--- src/design/sdi_defs.svh ---
`ifndef SDI_DEFS_SVH
`define SDI_DEFS_SVH

`default_nettype none

// Width of command data and of each debug register.
`define SDI_DATA_W 32

// Number of debug registers behind the command bus.
`define SDI_REG_NUM 16

// Clocks per UART bit.
`define SDI_UART_DIV 8

// Status byte sent back for an undefined opcode.
`define SDI_ERR_CODE 8'hEE

`default_nettype wire

`endif

--- src/design/sdi_pkg.sv ---
`default_nettype none

package sdi_pkg;

	// Command byte bits 7:4. Any other value gives an error reply.
	typedef enum logic [3:0] {
		OP_WRITE = 4'd1,
		OP_READ  = 4'd2
	} sdi_opcode_t;

	typedef enum logic [1:0] {
		IDLE,
		START,
		BITS,
		STOP
	} uart_state_t;

	typedef enum logic [1:0] {
		CMD_IDLE,
		CMD_EXEC,
		CMD_REPLY
	} cmd_state_t;

endpackage

`default_nettype wire

--- src/design/sdi_command_unit.sv ---
`timescale 1ns/1ns
`include "sdi_defs.svh"
`default_nettype none

module sdi_command_unit
	import sdi_pkg::*;
(
	input wire iCLOCK,
	input wire reset,
	input wire com_req,
	input wire [7:0] com_cmd,
	input wire [`SDI_DATA_W-1:0] com_data,
	output logic com_busy,
	output logic com_valid,
	output logic com_error,
	output logic [`SDI_DATA_W-1:0] com_rdata,
	input wire req_busy
);
	localparam int IDX_W = $clog2(`SDI_REG_NUM);

	cmd_state_t state;
	logic [7:0] cmd_q;
	logic [`SDI_DATA_W-1:0] data_q;
	logic [`SDI_DATA_W-1:0] rdata_q;
	logic error_q;
	logic [`SDI_DATA_W-1:0] regs [`SDI_REG_NUM];
	sdi_opcode_t opcode;
	logic [IDX_W-1:0] idx;

	assign opcode = sdi_opcode_t'(cmd_q[7:4]);
	assign idx = cmd_q[IDX_W-1:0];

	// Request is taken only from idle.
	always_ff @(posedge iCLOCK) begin
		if (state == CMD_IDLE && com_req) begin
			cmd_q <= com_cmd;
			data_q <= com_data;
		end
	end

	always_ff @(posedge iCLOCK) begin
		if (reset) begin
			state <= CMD_IDLE;
			rdata_q <= '0;
			error_q <= 1'b0;
			for (int i = 0; i < `SDI_REG_NUM; i++)
				regs[i] <= '0;
		end else begin
			case (state)
				CMD_IDLE: if (com_req)
					state <= CMD_EXEC;
				CMD_EXEC: begin
					state <= CMD_REPLY;
					case (opcode)
						OP_WRITE: begin
							regs[idx] <= data_q;
							rdata_q <= data_q; // Echo written value.
							error_q <= 1'b0;
						end
						OP_READ: begin
							rdata_q <= regs[idx];
							error_q <= 1'b0;
						end
						default: begin
							rdata_q <= '0;
							error_q <= 1'b1;
						end
					endcase
				end
				CMD_REPLY: if (!req_busy)
					state <= CMD_IDLE; // Reply taken.
				default: state <= CMD_IDLE;
			endcase
		end
	end

	assign com_busy = (state != CMD_IDLE);
	assign com_valid = (state == CMD_REPLY);
	assign com_error = com_valid && error_q;
	assign com_rdata = rdata_q;

endmodule

`default_nettype wire

--- src/design/sdi_debug_top.sv ---
`timescale 1ns/1ns
`include "sdi_defs.svh"
`default_nettype none

module sdi_debug_top
	import sdi_pkg::*;
(
	input wire iCLOCK,
	input wire reset,
	input wire if_select,
	input wire uart_rxd,
	output wire uart_txd,
	input wire para_req,
	input wire [7:0] para_cmd,
	input wire [`SDI_DATA_W-1:0] para_data,
	output wire para_busy,
	output wire para_valid,
	output wire para_error,
	output wire [`SDI_DATA_W-1:0] para_rdata,
	input wire para_ready_busy
);
	wire uart_req;
	wire [7:0] uart_cmd;
	wire [`SDI_DATA_W-1:0] uart_data;
	wire uart_busy;
	wire uart_valid;
	wire uart_error;
	wire [`SDI_DATA_W-1:0] uart_rdata;
	wire uart_ready_busy;
	wire com_req;
	wire [7:0] com_cmd;
	wire [`SDI_DATA_W-1:0] com_data;
	wire req_busy;
	wire com_busy;
	wire com_valid;
	wire com_error;
	wire [`SDI_DATA_W-1:0] com_rdata;

	sdi_uart_link i_sdi_uart_link (
		.iCLOCK(iCLOCK), .reset(reset),
		.uart_rxd(uart_rxd), .uart_txd(uart_txd),
		.req(uart_req), .cmd(uart_cmd), .data(uart_data),
		.busy_in(uart_busy), .valid(uart_valid), .error(uart_error),
		.rdata(uart_rdata), .ready_busy(uart_ready_busy)
	);

	sdi_interface_control i_sdi_interface_control (
		.iCLOCK(iCLOCK), .reset(reset), .if_select(if_select),
		.para_req(para_req), .para_cmd(para_cmd), .para_data(para_data),
		.para_busy(para_busy), .para_valid(para_valid), .para_error(para_error),
		.para_rdata(para_rdata), .para_ready_busy(para_ready_busy),
		.uart_req(uart_req), .uart_cmd(uart_cmd), .uart_data(uart_data),
		.uart_busy(uart_busy), .uart_valid(uart_valid), .uart_error(uart_error),
		.uart_rdata(uart_rdata), .uart_ready_busy(uart_ready_busy),
		.com_req(com_req), .com_cmd(com_cmd), .com_data(com_data),
		.req_busy(req_busy), .com_busy(com_busy), .com_valid(com_valid),
		.com_error(com_error), .com_rdata(com_rdata)
	);

	sdi_command_unit i_sdi_command_unit (
		.iCLOCK(iCLOCK), .reset(reset),
		.com_req(com_req), .com_cmd(com_cmd), .com_data(com_data),
		.com_busy(com_busy), .com_valid(com_valid), .com_error(com_error),
		.com_rdata(com_rdata), .req_busy(req_busy)
	);

endmodule

`default_nettype wire

--- src/design/sdi_interface_control.sv ---
`timescale 1ns/1ns
`include "sdi_defs.svh"
`default_nettype none

module sdi_interface_control
	import sdi_pkg::*;
(
	input wire iCLOCK,
	input wire reset,
	input wire if_select,
	input wire para_req,
	input wire [7:0] para_cmd,
	input wire [`SDI_DATA_W-1:0] para_data,
	output logic para_busy,
	output logic para_valid,
	output logic para_error,
	output logic [`SDI_DATA_W-1:0] para_rdata,
	input wire para_ready_busy,
	input wire uart_req,
	input wire [7:0] uart_cmd,
	input wire [`SDI_DATA_W-1:0] uart_data,
	output logic uart_busy,
	output logic uart_valid,
	output logic uart_error,
	output logic [`SDI_DATA_W-1:0] uart_rdata,
	input wire uart_ready_busy,
	output logic com_req,
	output logic [7:0] com_cmd,
	output logic [`SDI_DATA_W-1:0] com_data,
	output logic req_busy,
	input wire com_busy,
	input wire com_valid,
	input wire com_error,
	input wire [`SDI_DATA_W-1:0] com_rdata
);
	logic sel_q; // 1 is parallel, 0 is UART.

	always_ff @(posedge iCLOCK) begin
		if (reset)
			sel_q <= 1'b0;
		else if (!com_busy && !com_req)
			sel_q <= if_select; // Only with no command in flight.
	end

	always_comb begin
		com_req = sel_q ? para_req : uart_req;
		com_cmd = sel_q ? para_cmd : uart_cmd;
		com_data = sel_q ? para_data : uart_data;
		req_busy = sel_q ? para_ready_busy : uart_ready_busy;
	end

	// Unselected side is held off with busy high.
	always_comb begin
		para_busy = sel_q ? com_busy : 1'b1;
		para_valid = sel_q ? com_valid : 1'b0;
		para_error = sel_q ? com_error : 1'b0;
		para_rdata = sel_q ? com_rdata : '0;
		uart_busy = sel_q ? 1'b1 : com_busy;
		uart_valid = sel_q ? 1'b0 : com_valid;
		uart_error = sel_q ? 1'b0 : com_error;
		uart_rdata = sel_q ? '0 : com_rdata;
	end

endmodule

`default_nettype wire

--- src/design/sdi_uart_link.sv ---
`timescale 1ns/1ns
`include "sdi_defs.svh"
`default_nettype none

module sdi_uart_link
	import sdi_pkg::*;
(
	input wire iCLOCK,
	input wire reset,
	input wire uart_rxd,
	output logic uart_txd,
	output logic req,
	output logic [7:0] cmd,
	output logic [`SDI_DATA_W-1:0] data,
	input wire busy_in,
	input wire valid,
	input wire error,
	input wire [`SDI_DATA_W-1:0] rdata,
	output logic ready_busy
);
	localparam int CNT_W = $clog2(`SDI_UART_DIV) + 1;
	localparam int NBYTES = `SDI_DATA_W / 8 + 1;
	localparam int FRAME_W = `SDI_DATA_W + 8;

	logic [1:0] rxd_sync;
	uart_state_t rx_state;
	logic [CNT_W-1:0] rx_cnt;
	logic [2:0] rx_bit;
	logic [7:0] rx_sh;
	logic [2:0] rx_byte;
	logic pend;

	uart_state_t tx_state;
	logic [CNT_W-1:0] tx_cnt;
	logic [2:0] tx_bit;
	logic [2:0] tx_byte;
	logic [FRAME_W-1:0] tx_frame;

	always_ff @(posedge iCLOCK) begin
		if (reset)
			rxd_sync <= 2'b11;
		else
			rxd_sync <= {rxd_sync[0], uart_rxd};
	end

	always_ff @(posedge iCLOCK) begin
		if (reset) begin
			rx_state <= IDLE;
			rx_cnt <= '0;
			rx_bit <= '0;
			rx_byte <= '0;
			pend <= 1'b0;
			req <= 1'b0;
		end else begin
			req <= 1'b0;
			if (pend && !busy_in && !req) begin
				req <= 1'b1; // One-cycle request pulse.
				pend <= 1'b0;
			end
			case (rx_state)
				IDLE: begin
					rx_cnt <= '0;
					if (!rxd_sync[1])
						rx_state <= START;
				end
				START: begin
					rx_cnt <= rx_cnt + 1'b1;
					if (rx_cnt == CNT_W'(`SDI_UART_DIV / 2 - 1)) begin
						rx_cnt <= '0;
						rx_bit <= '0;
						rx_state <= rxd_sync[1] ? IDLE : BITS; // Glitch, not a start bit.
					end
				end
				BITS: begin
					rx_cnt <= rx_cnt + 1'b1;
					if (rx_cnt == CNT_W'(`SDI_UART_DIV - 1)) begin
						rx_cnt <= '0;
						rx_bit <= rx_bit + 1'b1;
						if (rx_bit == 3'd7)
							rx_state <= STOP;
					end
				end
				STOP: begin
					rx_cnt <= rx_cnt + 1'b1;
					if (rx_cnt == CNT_W'(`SDI_UART_DIV - 1)) begin
						rx_state <= IDLE;
						if (rx_byte == 3'(NBYTES - 1)) begin
							rx_byte <= '0;
							pend <= 1'b1;
						end else begin
							rx_byte <= rx_byte + 1'b1;
						end
					end
				end
				default: rx_state <= IDLE;
			endcase
		end
	end

	// Byte assembly, command first and data most significant byte first.
	always_ff @(posedge iCLOCK) begin
		if (rx_state == BITS && rx_cnt == CNT_W'(`SDI_UART_DIV - 1))
			rx_sh <= {rxd_sync[1], rx_sh[7:1]};
		if (rx_state == STOP && rx_cnt == CNT_W'(`SDI_UART_DIV - 1)) begin
			if (rx_byte == 3'd0)
				cmd <= rx_sh;
			else
				data <= {data[`SDI_DATA_W-9:0], rx_sh};
		end
	end

	always_ff @(posedge iCLOCK) begin
		if (reset) begin
			tx_state <= IDLE;
			tx_cnt <= '0;
			tx_bit <= '0;
			tx_byte <= '0;
		end else begin
			tx_cnt <= tx_cnt + 1'b1;
			case (tx_state)
				IDLE: begin
					tx_cnt <= '0;
					tx_byte <= '0;
					if (valid && !ready_busy)
						tx_state <= START; // Reply latched here.
				end
				START: if (tx_cnt == CNT_W'(`SDI_UART_DIV - 1)) begin
					tx_cnt <= '0;
					tx_bit <= '0;
					tx_state <= BITS;
				end
				BITS: if (tx_cnt == CNT_W'(`SDI_UART_DIV - 1)) begin
					tx_cnt <= '0;
					tx_bit <= tx_bit + 1'b1;
					if (tx_bit == 3'd7)
						tx_state <= STOP;
				end
				STOP: if (tx_cnt == CNT_W'(`SDI_UART_DIV - 1)) begin
					tx_cnt <= '0;
					tx_byte <= tx_byte + 1'b1;
					tx_state <= (tx_byte == 3'(NBYTES - 1)) ? IDLE : START;
				end
				default: tx_state <= IDLE;
			endcase
		end
	end

	always_ff @(posedge iCLOCK) begin
		if (tx_state == IDLE && valid && !ready_busy)
			tx_frame <= {error ? `SDI_ERR_CODE : 8'h00, rdata};
		else if (tx_state == STOP && tx_cnt == CNT_W'(`SDI_UART_DIV - 1))
			tx_frame <= tx_frame << 8; // Next byte to the top.
	end

	always_comb begin
		case (tx_state)
			START: uart_txd = 1'b0;
			BITS: uart_txd = tx_frame[FRAME_W - 8 + int'(tx_bit)];
			default: uart_txd = 1'b1;
		endcase
	end

	assign ready_busy = (tx_state != IDLE);

endmodule

`default_nettype wire

--- config.mk ---
export PLATFORM = sky130hd
export DESIGN_NAME = sdi_debug_top
export DESIGN_NICKNAME = d
export VERILOG_FILES = /design/src/design/sdi_pkg.sv /design/src/design/sdi_command_unit.sv /design/src/design/sdi_debug_top.sv /design/src/design/sdi_interface_control.sv /design/src/design/sdi_uart_link.sv
export VERILOG_INCLUDE_DIRS = /design/src /design/src/design
export SDC_FILE = /design/constraint.sdc
export NUM_CORES = 1
export LEC_CHECK = 0
export BUFFER_PORTS_ARGS = -buffer_cell sky130_fd_sc_hd__buf_2
export CAP_MARGIN = 20
export CORE_MARGIN = 2
export CORE_UTILIZATION = 30
export CTS_CLUSTER_DIAMETER = 120
export DETAILED_ROUTE_END_ITERATION = 8
export GPL_ROUTABILITY_DRIVEN = 0
export HOLD_SLACK_MARGIN = 0.06
export PLACE_DENSITY = 0.49
export SKIP_CTS_REPAIR_TIMING = 1
export SLEW_MARGIN = 5
export SYNTH_ARGS = -nofsm -noshare
export SYNTH_HDL_FRONTEND = slang
export SYNTH_SLANG_ARGS = --single-unit
--- constraint.sdc ---
create_clock -name iCLOCK -period 6.03 [get_ports iCLOCK]
set_input_delay 1.206 -clock iCLOCK [delete_from_list [all_inputs] [get_ports iCLOCK]]
set_output_delay 1.206 -clock iCLOCK [all_outputs]
set_load 0.05 [all_outputs]
==> impl_results.md <==
- Yosys warnings: 0
- Die area: ~110,000 um^2
- Vias: around 17,000
- Startpoint types: register
- Area leader, netlist: edfxtp_1
- Die height: ~330 um
- Mapped Area: between 30,000 and 40,000 um^2
- Initial antenna violation count: 4
- Post-synthesis sequential area ratio: ~66%
- Largest net degree at the start of global routing: 83
- Total CTS buffers: 80
- Clock tree buffer depth: 3
- HP Class: reg2reg
- Part of the power in registers: 49.9%
- Setup TNS: 0 ps
- Int Power: between 8 and 9 mW
- Async SR Flop Fraction: 0%
- WL/cell: roughly 26 um
- Worst vdd ir: just under 0.2 mV
- DRT iter0 DRCs: around 1,600
- Clk_lat worst skew: 640 ps
- Number of synthesized flops with an enable pin: 640
- Area contributors post-synth: edfxtp_1, and2_1, mux4_2
- Most frequent cell after synthesis: edfxtp_1
- Nets: 2,152
- Cells after Synth: 2,046
- Critical Path Sink Type: register
- Filler cells: between 9,000 and 10,000
- Min cycle time layout: ~3700 ps
- Reg clk slew, reported paths: around 60 ps
- Setup WS post-layout: roughly 2300 ps
- Worst Tran Pin Value: 1160 ps
- Final ANT Viol Nets: 0
- Die width: 327 um
- Slew headroom: ~23%
- Starting Density: 30.2%
- Count of buffers from port buffering: between 80 and 90
- Crit path kind: reg2reg
- Worst EP arrival: 3980 ps
- Worst Clk Skew: approximately 40 ps
- Final Setup Violations: 0
- Outcome: finished, final reports clean
- Psw: about 2.6 mW
- Vias in the first global route: approximately 17,000
- Mean Syn Cell Area: around 15 um^2
- Share of cells above drive strength 1: 21.4%
- Top Ports: 82
- Max_cap viols: 0
- Clock share of power: approximately 44%
- RSZ-0062 raised after global routing: no
- Ys flop type: edfxtp_1
- Root Buffer: clkbuf_16
- Static leakage: 12.9 nW
- Site Rows: ~120
- Vias per cell: a little under 5
- Combinational share of power: 5.6%
- Dpl hpwl: 57.0 mm
- Max H-tree Level: 3
- Worst Path Max Fanout: 37
- Cell variety after synth: 49
- Clock sinks: 708
- Slew Limit Fails: 0
- Fmax: around 0.27 GHz
- Synthesized Nets: ~2,100
- TritonCTS clock tree: done
- Yosys reg bits: between 700 and 800
- Switching share of total power: 22.8%
- Hold Slack: around 430 ps
- Post-synth top cells: edfxtp_1, and2_1, mux4_2
- Synth-to-Final Area Change: 14.8%
- Gr usage total: between 10% and 20%
- DRC: 0
- Required time of the critical path: 6260 ps
- Worst slack, placed: roughly 2000 ps
- TritonRoute pass-1 iters: 7
- Global-route wire length before repair: about 130 mm
- Final WL: between 90 and 100 mm
- Tcrit/Tclk final: 62.1%
- Synth top area share: 61.5%
- GR Overflow Total: 0
- CORE AREA: just over 100,000 um^2
- Final Hold Viols: 0
- PD cells: between 300 and 400 nW/um^2
-- power by group through the flow --
| stage | clock, mW | combinational (mW) | sequential [mW] |
|---|---|---|---|
| after floorplan | 0 | 0.423 | 5.61 |
| after global placement | 0 | 0.632 | 5.69 |
| after detailed placement | 0 | 0.638 | 5.70 |
| after CTS | 5.06 | 0.641 | 5.59 |
| after global routing | 5.26 | 0.669 | 5.61 |
| final | 4.98 | 0.632 | 5.59 |
-- routing by layer --
metal,wire [um],track usage [%]
met1,41400,24.4
met2,41000,25.9
met3,5250,2.64
met4,2770,5.38
met5,0,0
-- registers in the layout, summed over array words and instances, names as in the netlist, 3 cells and up, named ones only --
name	cells
i_sdi_command_unit.cmd_q	8
i_sdi_command_unit.com_rdata	32
i_sdi_command_unit.data_q	32
i_sdi_command_unit.regs	512
i_sdi_uart_link.cmd	8
i_sdi_uart_link.data	32
i_sdi_uart_link.rx_bit	3
i_sdi_uart_link.rx_byte	3
i_sdi_uart_link.rx_cnt	4
i_sdi_uart_link.rx_sh	8
i_sdi_uart_link.tx_bit	3
i_sdi_uart_link.tx_byte	3
i_sdi_uart_link.tx_cnt	4
i_sdi_uart_link.tx_frame	40
-- critical path: stages, from the launching register on --
cell	delay, ps
dfxtp_1	520
nor4b_4	340
buf_4	450
nand2_2	480
nor3_4	300
buf_4	390
or2_2	820
-- cells in the final DEF, fill, tap and decap left out, types with 8 or more instances in the layout --
| cell | netlist | routed |
|---|---|---|
| a21oi_1 | 15 | 14 |
| mux4_2 | 130 | 130 |
| ha_1 | 19 | 19 |
| o22a_1 | 33 | 33 |
| clkbuf_1 | 109 | 23 |
| dfxtp_1 | 68 | 64 |
| mux2i_1 | 70 | 70 |
| edfxtp_1 | 640 | 640 |
| and2_1 | 555 | 555 |
| clkinv_1 | 0 | 11 |
| clkbuf_16 | 0 | 83 |
| buf_4 | 2 | 36 |
| buf_2 | 14 | 81 |
| clkinv_2 | 0 | 13 |
| inv_1 | 14 | 14 |
| o21ai_0 | 44 | 44 |
| or2_2 | 20 | 20 |
| nand2_1 | 102 | 101 |
| nor3_4 | 9 | 10 |
| bufinv_16 | 0 | 8 |
| a32oi_1 | 33 | 33 |
| nor2_1 | 20 | 16 |
| mux2_2 | 45 | 45 |
-- final cells by class --
type	count	area, um^2	share of cell area, %
Antenna cell	4	10.0	0.0279
Inverter	14	52.6	0.147
Sequential cell	708	20600	57.4
Multi-Input combinational cell	1160	10000	27.9
Clock inverter	37	439	1.22
Tap cell	1380	1730	4.81
Clock buffer	111	2230	6.22
Timing Repair Buffer	123	793	2.21
-- final timing paths --
path	from	to	slack [ps]	cells past startpoint
max reg2reg	i_sdi_command_unit.state[0]	i_sdi_command_unit.regs[7][31]	2280	6
min reg2reg	i_sdi_uart_link.rxd_sync[0]	i_sdi_uart_link.rxd_sync[1]	430	1
min	i_sdi_uart_link.rxd_sync[0]	i_sdi_uart_link.rxd_sync[1]	430	1
max	i_sdi_command_unit.state[0]	i_sdi_command_unit.regs[7][31]	2280	6
-- stage by stage --
step	power, mW	utilization [%]	std cells	cell area [um^2]
4_1_cts	11.3	34.6	3529	35800
3_5_place_dp	6.34	32.0	3381	33100
2_1_floorplan	6.03	-	2046	31300
3_3_place_gp	6.32	32.0	3381	33100
6_report	11.2	34.7	3537	35900
5_1_grt	11.5	34.6	3533	35900
-- kinds of logic (layout without fill, tap and decap cells) --
| family | after synthesis | count (layout) | synth area share [%] |
|---|---|---|---|
| xor gates and xnor gates | 3 | 3 | 0.0841 |
| buffers and inverters | 178 | 285 | 2.33 |
| adders and majority gates | 19 | 19 | 0.761 |
| AOI/OAI and AO/OA | 137 | 137 | 3.12 |
| other | 0 | 4 | 0 |
| muxes | 245 | 245 | 13.2 |
| DFF | 708 | 708 | 65.8 |
| and+or+nand+nor | 756 | 756 | 14.6 |
(Power assumes the default switching activity.)
